File: config.mk
export PLATFORM = sky130hd
export DESIGN_NAME = decode_issue_top
export DESIGN_NICKNAME = d
export VERILOG_FILES = /design/src/common/rv_pkg.sv /design/src/rtl/inst_decoder.sv /design/src/op_queue/fetched_op_queue.sv /design/src/rtl/issue_router.sv /design/src/rtl/decode_issue_top.sv
export SDC_FILE = /design/constraint.sdc
export NUM_CORES = 1
export LEC_CHECK = 0
export BUFFER_PORTS_ARGS = -buffer_cell sky130_fd_sc_hd__buf_2
export CORE_UTILIZATION = 49
export CTS_BUF_LIST = sky130_fd_sc_hd__clkbuf_4
export CTS_CLUSTER_DIAMETER = 200
export DETAILED_ROUTE_END_ITERATION = 8
export GPL_ROUTABILITY_DRIVEN = 0
export GPL_TIMING_DRIVEN = 0
export HOLD_SLACK_MARGIN = 0.06
export MAX_ROUTING_LAYER = met4
export PLACE_DENSITY = 0.63
export SLEW_MARGIN = 20
export SYNTH_ARGS = -nofsm -noshare
export SYNTH_HDL_FRONTEND = slang
export SYNTH_HIERARCHICAL = 1
export SYNTH_SLANG_ARGS = --single-unit
File: constraint.sdc
create_clock -name clk_in -period 14.4 [get_ports clk_in]
set_input_delay 2.16 -clock clk_in [delete_from_list [all_inputs] [get_ports clk_in]]
set_output_delay 2.16 -clock clk_in [all_outputs]
set_load 0.05 [all_outputs]
File: src/common/rv_pkg.sv
package rv_pkg;

  localparam int XLEN  = 32; // data and address width
  localparam int REG_W = 5;  // register index width

  // decoded operation
  // immediate ALU forms share the register op code, use_imm tells them apart
  typedef enum logic [4:0] {
    OP_INVALID = 5'd0,
    OP_LUI     = 5'd1,
    OP_AUIPC   = 5'd2,
    OP_JAL     = 5'd3,
    OP_JALR    = 5'd4,
    // conditional branches
    OP_BEQ     = 5'd5,
    OP_BNE     = 5'd6,
    OP_BLT     = 5'd7,
    OP_BGE     = 5'd8,
    OP_BLTU    = 5'd9,
    OP_BGEU    = 5'd10,
    // loads
    OP_LB      = 5'd11,
    OP_LH      = 5'd12,
    OP_LW      = 5'd13,
    OP_LBU     = 5'd14,
    OP_LHU     = 5'd15,
    // stores
    OP_SB      = 5'd16,
    OP_SH      = 5'd17,
    OP_SW      = 5'd18,
    // integer ALU
    OP_ADD     = 5'd19,
    OP_SUB     = 5'd20, // no immediate form
    OP_SLL     = 5'd21,
    OP_SLT     = 5'd22,
    OP_SLTU    = 5'd23,
    OP_XOR     = 5'd24,
    OP_SRL     = 5'd25,
    OP_SRA     = 5'd26,
    OP_OR      = 5'd27,
    OP_AND     = 5'd28
  } op_e;

  // issue target
  typedef enum logic [1:0] {
    UNIT_ALU = 2'd0,
    UNIT_LSU = 2'd1,
    UNIT_BR  = 2'd2
  } unit_e;

  // stores write memory, not the register file
  function automatic logic op_is_store(op_e op);
    return (op == OP_SB) || (op == OP_SH) || (op == OP_SW);
  endfunction

endpackage

File: src/rtl/inst_decoder.sv
`timescale 1ns/1ps

module inst_decoder (
  input  logic [rv_pkg::XLEN-1:0]  inst_word,
  input  logic [rv_pkg::XLEN-1:0]  inst_addr,
  output rv_pkg::op_e              op,
  output logic [rv_pkg::REG_W-1:0] rd,
  output logic [rv_pkg::REG_W-1:0] rs1,
  output logic [rv_pkg::REG_W-1:0] rs2,
  output logic [rv_pkg::XLEN-1:0]  imm,
  output logic                     branch,
  output logic                     ls,
  output logic                     use_imm,
  output logic                     jalr,
  output logic [rv_pkg::XLEN-1:0]  addr
);
  import rv_pkg::*;

  // RV32I major opcodes
  localparam logic [6:0] OPC_LUI    = 7'b0110111;
  localparam logic [6:0] OPC_AUIPC  = 7'b0010111;
  localparam logic [6:0] OPC_JAL    = 7'b1101111;
  localparam logic [6:0] OPC_JALR   = 7'b1100111;
  localparam logic [6:0] OPC_BRANCH = 7'b1100011;
  localparam logic [6:0] OPC_LOAD   = 7'b0000011;
  localparam logic [6:0] OPC_STORE  = 7'b0100011;
  localparam logic [6:0] OPC_IMM    = 7'b0010011;
  localparam logic [6:0] OPC_REG    = 7'b0110011;

  logic [6:0]       opcode;
  logic [2:0]       funct3;
  logic [6:0]       funct7;
  logic [REG_W-1:0] f_rd;
  logic [REG_W-1:0] f_rs1;
  logic [REG_W-1:0] f_rs2;
  logic [XLEN-1:0]  imm_i;
  logic [XLEN-1:0]  imm_s;
  logic [XLEN-1:0]  imm_b;
  logic [XLEN-1:0]  imm_u;
  logic [XLEN-1:0]  imm_j;
  logic [XLEN-1:0]  imm_sh;

  assign opcode = inst_word[6:0];
  assign funct3 = inst_word[14:12];
  assign funct7 = inst_word[31:25];
  assign f_rd   = inst_word[11:7];
  assign f_rs1  = inst_word[19:15];
  assign f_rs2  = inst_word[24:20];

  // immediates by format, all sign extended from bit 31
  assign imm_i  = {{20{inst_word[31]}}, inst_word[31:20]};
  assign imm_s  = {{20{inst_word[31]}}, inst_word[31:25], inst_word[11:7]};
  assign imm_b  = {{19{inst_word[31]}}, inst_word[31], inst_word[7],
                   inst_word[30:25], inst_word[11:8], 1'b0};
  assign imm_u  = {inst_word[31:12], 12'b0};
  assign imm_j  = {{11{inst_word[31]}}, inst_word[31], inst_word[19:12],
                   inst_word[20], inst_word[30:21], 1'b0};
  assign imm_sh = {{(XLEN-5){1'b0}}, inst_word[24:20]}; // shamt only

  always_comb begin
    op      = OP_INVALID;
    rd      = '0;
    rs1     = '0;
    rs2     = '0;
    imm     = '0;
    branch  = 1'b0;
    ls      = 1'b0;
    use_imm = 1'b0;
    jalr    = 1'b0;
    case (opcode)
      OPC_LUI: begin
        op = OP_LUI; rd = f_rd; imm = imm_u; use_imm = 1'b1;
      end
      OPC_AUIPC: begin
        op = OP_AUIPC; rd = f_rd; imm = imm_u; use_imm = 1'b1;
      end
      OPC_JAL: begin
        op = OP_JAL; rd = f_rd; imm = imm_j; branch = 1'b1;
      end
      OPC_JALR: begin
        rd = f_rd; rs1 = f_rs1; imm = imm_i; use_imm = 1'b1;
        branch = 1'b1;
        jalr = 1'b1;
        if (funct3 == 3'b000) op = OP_JALR;
      end
      OPC_BRANCH: begin
        rs1 = f_rs1; rs2 = f_rs2; imm = imm_b; branch = 1'b1;
        case (funct3)
          3'b000:  op = OP_BEQ;
          3'b001:  op = OP_BNE;
          3'b100:  op = OP_BLT;
          3'b101:  op = OP_BGE;
          3'b110:  op = OP_BLTU;
          3'b111:  op = OP_BGEU;
          default: op = OP_INVALID;
        endcase
      end
      OPC_LOAD: begin
        rd = f_rd; rs1 = f_rs1; imm = imm_i; ls = 1'b1; use_imm = 1'b1;
        case (funct3)
          3'b000:  op = OP_LB;
          3'b001:  op = OP_LH;
          3'b010:  op = OP_LW;
          3'b100:  op = OP_LBU;
          3'b101:  op = OP_LHU;
          default: op = OP_INVALID;
        endcase
      end
      OPC_STORE: begin
        rs1 = f_rs1; rs2 = f_rs2; imm = imm_s; ls = 1'b1; // rs2 is store data
        case (funct3)
          3'b000:  op = OP_SB;
          3'b001:  op = OP_SH;
          3'b010:  op = OP_SW;
          default: op = OP_INVALID;
        endcase
      end
      OPC_IMM: begin
        rd = f_rd; rs1 = f_rs1; imm = imm_i; use_imm = 1'b1;
        case (funct3)
          3'b000: op = OP_ADD;
          3'b010: op = OP_SLT;
          3'b011: op = OP_SLTU;
          3'b100: op = OP_XOR;
          3'b110: op = OP_OR;
          3'b111: op = OP_AND;
          3'b001: begin
            imm = imm_sh;
            if (funct7 == 7'b0000000) op = OP_SLL;
          end
          default: begin // 3'b101, logical or arithmetic right shift
            imm = imm_sh;
            if (funct7 == 7'b0000000) op = OP_SRL;
            else if (funct7 == 7'b0100000) op = OP_SRA;
          end
        endcase
      end
      OPC_REG: begin
        rd = f_rd; rs1 = f_rs1; rs2 = f_rs2;
        case ({funct7, funct3})
          {7'b0000000, 3'b000}: op = OP_ADD;
          {7'b0100000, 3'b000}: op = OP_SUB;
          {7'b0000000, 3'b001}: op = OP_SLL;
          {7'b0000000, 3'b010}: op = OP_SLT;
          {7'b0000000, 3'b011}: op = OP_SLTU;
          {7'b0000000, 3'b100}: op = OP_XOR;
          {7'b0000000, 3'b101}: op = OP_SRL;
          {7'b0100000, 3'b101}: op = OP_SRA;
          {7'b0000000, 3'b110}: op = OP_OR;
          {7'b0000000, 3'b111}: op = OP_AND;
          default:              op = OP_INVALID;
        endcase
      end
      default: op = OP_INVALID;
    endcase

    // illegal word carries no fields downstream
    if (op == OP_INVALID) begin
      rd      = '0;
      rs1     = '0;
      rs2     = '0;
      imm     = '0;
      branch  = 1'b0;
      ls      = 1'b0;
      use_imm = 1'b0;
      jalr    = 1'b0;
    end
  end

  assign addr = inst_addr;

endmodule

File: src/op_queue/fetched_op_queue.sv
`timescale 1ns/1ps

module fetched_op_queue #(
  parameter int DEPTH = 8
) (
  input  logic                     clk_in,
  input  logic                     arst_n,
  input  logic                     rdy,
  input  logic                     predict_fail,
  input  logic                     push,
  input  rv_pkg::op_e              op,
  input  logic [rv_pkg::REG_W-1:0] rd,
  input  logic [rv_pkg::REG_W-1:0] rs1,
  input  logic [rv_pkg::REG_W-1:0] rs2,
  input  logic [rv_pkg::XLEN-1:0]  imm,
  input  logic                     branch,
  input  logic                     ls,
  input  logic                     use_imm,
  input  logic                     jalr,
  input  logic [rv_pkg::XLEN-1:0]  addr,
  output rv_pkg::op_e              head_op,
  output logic [rv_pkg::REG_W-1:0] head_rd,
  output logic [rv_pkg::REG_W-1:0] head_rs1,
  output logic [rv_pkg::REG_W-1:0] head_rs2,
  output logic [rv_pkg::XLEN-1:0]  head_imm,
  output logic                     head_branch,
  output logic                     head_ls,
  output logic                     head_use_imm,
  output logic                     head_jalr,
  output logic [rv_pkg::XLEN-1:0]  head_addr,
  output logic                     head_valid,
  output logic                     queue_full
);
  import rv_pkg::*;

  localparam int IDX_W   = (DEPTH > 1) ? $clog2(DEPTH) : 1;
  localparam int OP_W    = $bits(op_e);
  localparam int ENTRY_W = OP_W + 3 * REG_W + 2 * XLEN + 4;

  logic [ENTRY_W-1:0] mem [DEPTH];
  logic [IDX_W-1:0]   front;
  logic [IDX_W-1:0]   rear;
  logic [IDX_W-1:0]   front_nxt;
  logic [IDX_W-1:0]   rear_nxt;
  logic [ENTRY_W-1:0] push_entry;
  logic [ENTRY_W-1:0] head_entry;
  logic [OP_W-1:0]    head_op_raw;
  logic               do_push;
  logic               do_pop;

  // pointers wrap at DEPTH-1
  assign front_nxt = (front == IDX_W'(DEPTH - 1)) ? '0 : front + 1'b1;
  assign rear_nxt  = (rear == IDX_W'(DEPTH - 1)) ? '0 : rear + 1'b1;

  assign head_valid = (front != rear);
  assign queue_full = (rear_nxt == front); // one slot always left spare

  assign do_push = rdy && push && !queue_full;
  assign do_pop  = rdy && head_valid;

  assign push_entry = {op, rd, rs1, rs2, imm, branch, ls, use_imm, jalr, addr};
  assign head_entry = head_valid ? mem[front] : '0; // zeros when empty

  assign {head_op_raw, head_rd, head_rs1, head_rs2, head_imm,
          head_branch, head_ls, head_use_imm, head_jalr, head_addr} = head_entry;
  assign head_op = op_e'(head_op_raw);

  always_ff @(posedge clk_in or negedge arst_n) begin
    if (!arst_n) begin
      front <= '0;
      rear  <= '0;
    end else if (predict_fail) begin // flush wins over pause
      front <= '0;
      rear  <= '0;
    end else begin
      if (do_pop) front <= front_nxt;
      if (do_push) rear <= rear_nxt;
    end
  end

  // entry storage
  always_ff @(posedge clk_in) begin
    if (do_push) mem[rear] <= push_entry;
  end

endmodule

File: src/rtl/issue_router.sv
`timescale 1ns/1ps

module issue_router (
  input  logic                     clk_in,
  input  logic                     arst_n,
  input  logic                     rdy,
  input  logic                     predict_fail,
  input  logic                     head_valid,
  input  rv_pkg::op_e              head_op,
  input  logic [rv_pkg::REG_W-1:0] head_rd,
  input  logic [rv_pkg::REG_W-1:0] head_rs1,
  input  logic [rv_pkg::REG_W-1:0] head_rs2,
  input  logic [rv_pkg::XLEN-1:0]  head_imm,
  input  logic                     head_branch,
  input  logic                     head_ls,
  input  logic                     head_use_imm,
  input  logic                     head_jalr,
  input  logic [rv_pkg::XLEN-1:0]  head_addr,
  output logic                     alu_issue,
  output logic                     lsu_issue,
  output logic                     br_issue,
  output rv_pkg::op_e              issue_op,
  output logic [rv_pkg::REG_W-1:0] issue_rd,
  output logic [rv_pkg::REG_W-1:0] issue_rs1,
  output logic [rv_pkg::REG_W-1:0] issue_rs2,
  output logic [rv_pkg::XLEN-1:0]  issue_imm,
  output logic [rv_pkg::XLEN-1:0]  issue_addr,
  output logic [rv_pkg::XLEN-1:0]  link_value,
  output logic                     issue_use_imm,
  output logic                     issue_rd_we
);
  import rv_pkg::*;

  unit_e unit;
  logic  pop;
  logic  op_ok;
  logic  cond_br;
  logic  rd_we;

  assign pop   = rdy && head_valid; // same pop rule as the queue
  assign op_ok = (head_op != OP_INVALID);

  // branch beats ls beats alu
  always_comb begin
    if (head_branch) unit = UNIT_BR;
    else if (head_ls) unit = UNIT_LSU;
    else unit = UNIT_ALU;
  end

  // jumps link, conditional branches do not
  assign cond_br = head_branch && !head_jalr && (head_op != OP_JAL);
  assign rd_we   = (head_rd != '0) && !op_is_store(head_op) && !cond_br;

  always_ff @(posedge clk_in or negedge arst_n) begin
    if (!arst_n) begin
      alu_issue <= 1'b0;
      lsu_issue <= 1'b0;
      br_issue  <= 1'b0;
    end else if (predict_fail) begin
      alu_issue <= 1'b0;
      lsu_issue <= 1'b0;
      br_issue  <= 1'b0;
    end else if (rdy) begin // strobes hold while paused
      alu_issue <= pop && op_ok && (unit == UNIT_ALU);
      lsu_issue <= pop && op_ok && (unit == UNIT_LSU);
      br_issue  <= pop && op_ok && (unit == UNIT_BR);
    end
  end

  // issue payload, loaded on each pop
  always_ff @(posedge clk_in) begin
    if (pop && !predict_fail) begin
      issue_op      <= head_op;
      issue_rd      <= head_rd;
      issue_rs1     <= head_rs1;
      issue_rs2     <= head_rs2;
      issue_imm     <= head_imm;
      issue_addr    <= head_addr;
      issue_use_imm <= head_use_imm;
      issue_rd_we   <= rd_we;
    end
  end

  assign link_value = issue_addr + XLEN'(4); // return address

endmodule

File: src/rtl/decode_issue_top.sv
`timescale 1ns/1ps

module decode_issue_top #(
  parameter int DEPTH = 8
) (
  input  logic                     clk_in,
  input  logic                     arst_n,
  input  logic                     rdy,
  input  logic                     predict_fail,
  input  logic                     inst_valid,
  input  logic [rv_pkg::XLEN-1:0]  inst_word,
  input  logic [rv_pkg::XLEN-1:0]  inst_addr,
  output logic                     fetch_stall,
  output logic                     alu_issue,
  output logic                     lsu_issue,
  output logic                     br_issue,
  output rv_pkg::op_e              issue_op,
  output logic [rv_pkg::REG_W-1:0] issue_rd,
  output logic [rv_pkg::REG_W-1:0] issue_rs1,
  output logic [rv_pkg::REG_W-1:0] issue_rs2,
  output logic [rv_pkg::XLEN-1:0]  issue_imm,
  output logic [rv_pkg::XLEN-1:0]  issue_addr,
  output logic [rv_pkg::XLEN-1:0]  link_value,
  output logic                     issue_use_imm,
  output logic                     issue_rd_we
);
  import rv_pkg::*;

  // decoder outputs
  op_e              dec_op;
  logic [REG_W-1:0] dec_rd;
  logic [REG_W-1:0] dec_rs1;
  logic [REG_W-1:0] dec_rs2;
  logic [XLEN-1:0]  dec_imm;
  logic             dec_branch;
  logic             dec_ls;
  logic             dec_use_imm;
  logic             dec_jalr;
  logic [XLEN-1:0]  dec_addr;

  // queue head
  op_e              head_op;
  logic [REG_W-1:0] head_rd;
  logic [REG_W-1:0] head_rs1;
  logic [REG_W-1:0] head_rs2;
  logic [XLEN-1:0]  head_imm;
  logic             head_branch;
  logic             head_ls;
  logic             head_use_imm;
  logic             head_jalr;
  logic [XLEN-1:0]  head_addr;
  logic             head_valid;

  inst_decoder u_decoder (
    .inst_word (inst_word),
    .inst_addr (inst_addr),
    .op        (dec_op),
    .rd        (dec_rd),
    .rs1       (dec_rs1),
    .rs2       (dec_rs2),
    .imm       (dec_imm),
    .branch    (dec_branch),
    .ls        (dec_ls),
    .use_imm   (dec_use_imm),
    .jalr      (dec_jalr),
    .addr      (dec_addr)
  );

  fetched_op_queue #(
    .DEPTH (DEPTH)
  ) u_queue (
    .clk_in       (clk_in),
    .arst_n       (arst_n),
    .rdy          (rdy),
    .predict_fail (predict_fail),
    .push         (inst_valid),
    .op           (dec_op),
    .rd           (dec_rd),
    .rs1          (dec_rs1),
    .rs2          (dec_rs2),
    .imm          (dec_imm),
    .branch       (dec_branch),
    .ls           (dec_ls),
    .use_imm      (dec_use_imm),
    .jalr         (dec_jalr),
    .addr         (dec_addr),
    .head_op      (head_op),
    .head_rd      (head_rd),
    .head_rs1     (head_rs1),
    .head_rs2     (head_rs2),
    .head_imm     (head_imm),
    .head_branch  (head_branch),
    .head_ls      (head_ls),
    .head_use_imm (head_use_imm),
    .head_jalr    (head_jalr),
    .head_addr    (head_addr),
    .head_valid   (head_valid),
    .queue_full   (fetch_stall) // fetch holds its word while full
  );

  issue_router u_router (
    .clk_in        (clk_in),
    .arst_n        (arst_n),
    .rdy           (rdy),
    .predict_fail  (predict_fail),
    .head_valid    (head_valid),
    .head_op       (head_op),
    .head_rd       (head_rd),
    .head_rs1      (head_rs1),
    .head_rs2      (head_rs2),
    .head_imm      (head_imm),
    .head_branch   (head_branch),
    .head_ls       (head_ls),
    .head_use_imm  (head_use_imm),
    .head_jalr     (head_jalr),
    .head_addr     (head_addr),
    .alu_issue     (alu_issue),
    .lsu_issue     (lsu_issue),
    .br_issue      (br_issue),
    .issue_op      (issue_op),
    .issue_rd      (issue_rd),
    .issue_rs1     (issue_rs1),
    .issue_rs2     (issue_rs2),
    .issue_imm     (issue_imm),
    .issue_addr    (issue_addr),
    .link_value    (link_value),
    .issue_use_imm (issue_use_imm),
    .issue_rd_we   (issue_rd_we)
  );

endmodule

Yosys cells after proc, flatten, opt, wreduce, memory -nomap -nowiden --
Memories as Yosys holds them, arrays and structs flattened. Index checks and enable logic that the tools add are counted.
Operators by class: add/sub/neg operators 3, eq/ne operators 36, multiplexer cells 44, reductions and logical operators 38
Operator list (number):
- one-hot mux 32 bit (6 select lines) | 1
- two-way mux 88 bit | 1
- two-way mux 32 bit | 2
- one-hot mux 5 bit (10 select lines) | 1
- two-way mux 5 bit | 9
- one-hot mux 5 bit (9 select lines) | 1
- equality test 10 x 3 -> 1 bit (second input constant) | 4
- one-hot mux 5 bit (7 select lines) | 1
- adder 32 x 3 -> 32 bit (second input constant) | 1
- equality test 7 x 6 -> 1 bit (second input constant) | 4
- one-hot mux 4 bit (6 select lines) | 1
- equality test 7 bit (second input constant) | 3
- two-way mux 3 bit | 7
- equality test 10 x 2 -> 1 bit (second input constant) | 2
- equality test 10 x 9 -> 1 bit (second input constant) | 2
- one-hot mux 4 bit (5 select lines) | 1
- equality test 3 bit (second input constant) | 6
- two-way mux 1 bit | 17
- equality test 5 bit (second input constant) | 3
- one-hot mux 5 bit (3 select lines) | 1
- equality test 7 x 5 -> 1 bit (second input constant) | 2
- logical AND 1 bit | 12
- OR reduction 6 bit | 2
- equality test 10 x 1 -> 1 bit (second input constant) | 1
- 23 further kinds | 36
Storage, ports and cells: flip-flop bits (word level) 95, RAM bits 704, output and inout port bits 122, logic and storage cells 135, memories 1
Memory list:
- u_queue.mem | depth 8, width 88, read ports 1, clocked after memory_dff 0, write ports 1, line fetched_op_queue.sv:40 | logic [ENTRY_W-1:0] mem [DEPTH];

Longest topological paths before layout --
depth in word-level cells 8, mapped depth 10

Modules after synthesis --
The synthesis kept the hierarchy.
By module, submodules not included:
- fetched_op_queue | instances 1, cells each 1168, area each 27162.3 µm², sequential area each 21290.4 µm²
- issue_router | instances 1, cells each 191, area each 3357.0 µm², sequential area each 2657.5 µm²
- inst_decoder | instances 1, cells each 272, area each 1833.0 µm², sequential area each 0.0 µm²

Worst setup path before layout --
No wires, ideal clock.
kind input port to flip-flop, from input port rdy, to memory u_queue/mem[0][0] (netlist bit), enable pin, library setup time 0.642 ns, arrival 8.607 ns, required time 13.758 ns, setup slack 5.151 ns, stages on the path 4, cells stage by stage nand2_1 a41oi_2 nand2b_2 nor3_1
Between the ends: word-level cells in the longest chain between the ends 4
Ends and longest elaborated chain:
- from (decl) | line decode_issue_top.sv:8 | input logic rdy,
- logical AND 1 bit (2 in series) | line fetched_op_queue.sv:58 | assign do_push = rdy && push && !queue_full;
- two-way mux 1 bit | line fetched_op_queue.sv:83 | if (do_push) mem[rear] <= push_entry;
- two-way mux 1 bit (not written as such) | line fetched_op_queue.sv:83
- to (decl) | line fetched_op_queue.sv:40
Every way passes these cells.

Worst setup path after layout --
from register u_router/issue_addr[6] (netlist bit), to output port link_value[31] (netlist bit)
Between the ends: word-level cells in the longest chain between the ends 1
Ends and longest elaborated chain:
- from (decl) | line issue_router.sv:27 | output logic [rv_pkg::XLEN-1:0] issue_addr,
- from (signal assigned) | line issue_router.sv:78 | issue_addr <= head_addr;
- adder 32 x 3 -> 32 bit | line issue_router.sv:84 | assign link_value = issue_addr + XLEN'(4);
- to (decl) | line decode_issue_top.sv:23 | output logic [rv_pkg::XLEN-1:0] link_value,
Every way passes these cells.

==> metrics.yaml <==
placement:
  post-place-ws_ps: 9430
  place_inst: 2703
  detailed_place.area_um2: 35400
  place.port_buffers: 155
  detailed_place_hpwl_mm: 48.8
sta:
  setup_violations: 0
  finalHoldViolations: 0
  rsz0062_at_grt: "no"
  finalCritPeriodShare_pct: 37.7
  slew_headroom_pct: 32.9
  finalSetupTns_ps: 0
  fin_ws_ps: 8970
  fmax_mhz: 184
  holdWs_ps: 588
  tightest_slew_ps: 999
  worst_clock_skew_ps: 42.7
  final_slew_violations: 0
  fin_crit_ps: 5430
drt:
  dr_vias_cell: 5.57
  routedWlPerCell_um: 24.0
  wirelength_mm: 73.8
  detail_route.first_pass.iterations: 5
  drt.antenna.violating_nets: 0
  violation_count_after_the_first_detailed_route_iteration: 1281
  vias: 17100
  remaining_drc_errors: 0
global_route:
  grt_first_pass_wirelength_mm: 111
  number_of_global_route_vias_before_repair: 18000
  grtUsageTotal_pct: 23.6
  grt_max_degree: 29
  antenna_found_initial: 15
  global_route.overflow_total: 0
synth:
  synth_top_area_share_pct: 73.3
  ys_types: 75
  syn_area_per_cell_um2: 19.8
  post-synth-top-count-cell: "sky130_fd_sc_hd__edfxtp_1"
  synth_cells: 1631
  synthDominantAreaCellType: "sky130_fd_sc_hd__edfxtp_1"
  synthArstFlopShare_pct: 1.13
  netlist_top_cells_area: "sky130_fd_sc_hd__edfxtp_1, sky130_fd_sc_hd__mux4_2, sky130_fd_sc_hd__mux2i_1"
  synth_nets: 1705
  ys_ff_latch: 799
  synth.yosys.seq_area_share_pct: 74.0
  ys.flop_type: "sky130_fd_sc_hd__edfxtp_1"
  synth.yosys.warnings: 6
  most_frequent_cells_after_synthesis: "sky130_fd_sc_hd__edfxtp_1, sky130_fd_sc_hd__mux4_2, sky130_fd_sc_hd__nor2_1, sky130_fd_sc_hd__mux2i_1, sky130_fd_sc_hd__nand2_1"
  synth_enable_flop_cells: 790
  syn_area_um2: 32400
cts:
  clk_transition_reported_paths_ps: 60
  post-cts-setup-buffers: 0
  cts.htree.levels: 4
  cts-buffers-inserted: 198
  worst_skew_pair.late_latency_ps: 1020
  clockRootBuffer: "sky130_fd_sc_hd__clkbuf_4"
  ctsLongestPathBuffers: 3
  cts_repair_resize_count: 0
  tritoncts: "done"
  hold_buffers: 0
  clkSinkCount: 799
run_status:
  status: "finished, final reports clean"
power:
  report.power.total_mw: 4.98
  clock_power_share_pct: 37.8
  cellLeakagePower_nw: 12.7
  power.density_cell_area_nw_per_um2: 131
  p_sw_mw: 1.20
  cellInternalPower_mw: 3.79
  power_switching_share_pct: 24.0
  worst_ir_drop_vdd_v: 0.0000767
  pwr-share-comb_pct: 10.0
  seqPwrFrac_pct: 52.2
setup_path:
  critical_path.cell_chain: "nand4_4 > nor4_2 > nand4_1 > xnor2_1 > buf_2"
  critical_path.max_stage_delay_ps: 900
  crit_path_top_delay_cell: "sky130_fd_sc_hd__nor4_2"
  critical-path-top-delay-family: "simple AND/OR/NAND/NOR gates"
  criticalPathCategory: "flop to primary output"
  cp.arrival_ps: 3270
  cp_max_fo: 5
  required_ps: 12240
  startpoint_type: "flop"
  cp.buffers_inverters: 1
  critPathCaptureType: "primary output"
flow_run:
  max_cap_violations: 0
floorplan:
  initial_core_util_pct: 49.9
  die_y_um: 259
  design.die.area_um2: 67100
  pin_count: 191
  fp-row-count: 93
  core_region_area_um2: 64800
  die_width_um: 259
layout:
  final_net_count: 2122
  final_layout_size_suffix_gt1_share_pct: 40.0
  nFillCells: 4939
  flow.area_growth_from_synthesis_pct: 17.3
  multiInputGateArea_um2: 7660
  post_layout_nonfiller_instances: 3072
  final_core_utilization_pct: 58.6
  fin_area_um2: 38000
  area_taken_by_flip_flops_and_latches_um2: 23900
worst_hold_path:
  timing.hold.worst.class: "flop to flop"
[worst reg2reg max path: stages, from the launching register on]
cell,delay (ps)
sky130_fd_sc_hd__dfrtp_1,470
sky130_fd_sc_hd__ha_1,240
sky130_fd_sc_hd__ha_1,200
sky130_fd_sc_hd__or3_1,380
sky130_fd_sc_hd__a41oi_2,350
sky130_fd_sc_hd__nand2_2,210
sky130_fd_sc_hd__nor3_2,460
sky130_fd_sc_hd__buf_4,300
sky130_fd_sc_hd__buf_4,230
sky130_fd_sc_hd__buf_4,220
sky130_fd_sc_hd__buf_4,220
sky130_fd_sc_hd__buf_6,180
[cells by family (layout without fill, tap and decap cells)]
logic type	count (synthesis)	in the layout	share of synthesized area [%]
flip-flops	799	799	74.0
multiplexers	270	270	15.2
AND/OR/NAND/NOR	269	269	4.05
AO/OA/AOI/OAI	128	128	3.08
buffers and inverters	124	695	2.52
XOR/XNOR	35	35	0.948
adder cells (fa/ha/maj)	6	6	0.224
other	0	15	0
[power groups by stage]
stage,Combinational (mW),Sequential [mW],Clock [mW]
global route,0.535,2.60,2.06
CTS,0.510,2.60,1.95
global placement,0.489,2.67,0
detailed placement,0.508,2.65,0
floorplan,0.310,2.71,0
finish,0.500,2.60,1.88
[sequential cells by signal (all words and copies together), names as in the netlist, 3 cells and up]
name / count
u_router/issue_addr: 32
u_queue/rear: 3
u_router/issue_imm: 32
u_queue/front: 3
u_router/issue_rd: 5
u_router/issue_op: 5
u_queue/mem: 704
u_router/issue_rs2: 5
u_router/issue_rs1: 5
[area by class of cell]
cell class	instances	share of cell area [%]
Sequential cell	799	63.1
Multi-Input combinational cell	708	20.2
Clock buffer	288	5.70
Timing Repair Buffer	217	4.92
Tap cell	855	2.82
Buffer	118	2.09
Clock inverter	66	1.07
Antenna cell	15	0.0989
Inverter	6	0.0593
[cell usage in the layout, fill, tap and decap left out, types with 15 or more instances in the layout]
cell type	n
sky130_fd_sc_hd__buf_16	24
sky130_fd_sc_hd__nand3_1	19
sky130_fd_sc_hd__buf_6	22
sky130_fd_sc_hd__nor2_1	121
sky130_fd_sc_hd__diode_2	15
sky130_fd_sc_hd__nand2_1	54
sky130_fd_sc_hd__a21oi_1	25
sky130_fd_sc_hd__buf_2	188
sky130_fd_sc_hd__a21oi_2	49
sky130_fd_sc_hd__clkbuf_1	17
sky130_fd_sc_hd__buf_4	67
sky130_fd_sc_hd__mux4_2	176
sky130_fd_sc_hd__edfxtp_1	790
sky130_fd_sc_hd__mux2i_1	94
sky130_fd_sc_hd__clkinv_1	46
sky130_fd_sc_hd__clkbuf_4	288
sky130_fd_sc_hd__xnor2_1	21
[metal layers]
| metal | share of wire, % | global-route usage [%] | up-vias |
|---|---|---|---|
| li1 | - | - | 7599 |
| met1 | 41 | 29.6 | 8841 |
| met2 | 50 | 37.6 | 576 |
| met3 | 6.6 | 6.00 | 93 |
| met4 | 1.8 | 7.53 | 0 |
| met5 | 0 | - | - |
[worst paths after layout]
kind	slack, ps	cells past startpoint	end	startpoint
max	8970	5	link_value[31]	u_router/issue_addr[6]
min	590	2	u_router/alu_issue	u_router/alu_issue
max reg2reg	10620	11	u_queue/mem[1][58]	u_queue/rear[0]
min reg2reg	590	2	u_router/alu_issue	u_router/alu_issue
max in group asynchronous	13190	1	u_router/alu_issue	arst_n
min in group asynchronous	990	1	u_queue/rear[2]	arst_n
Note: power is estimated with default switching activity, not from simulation.
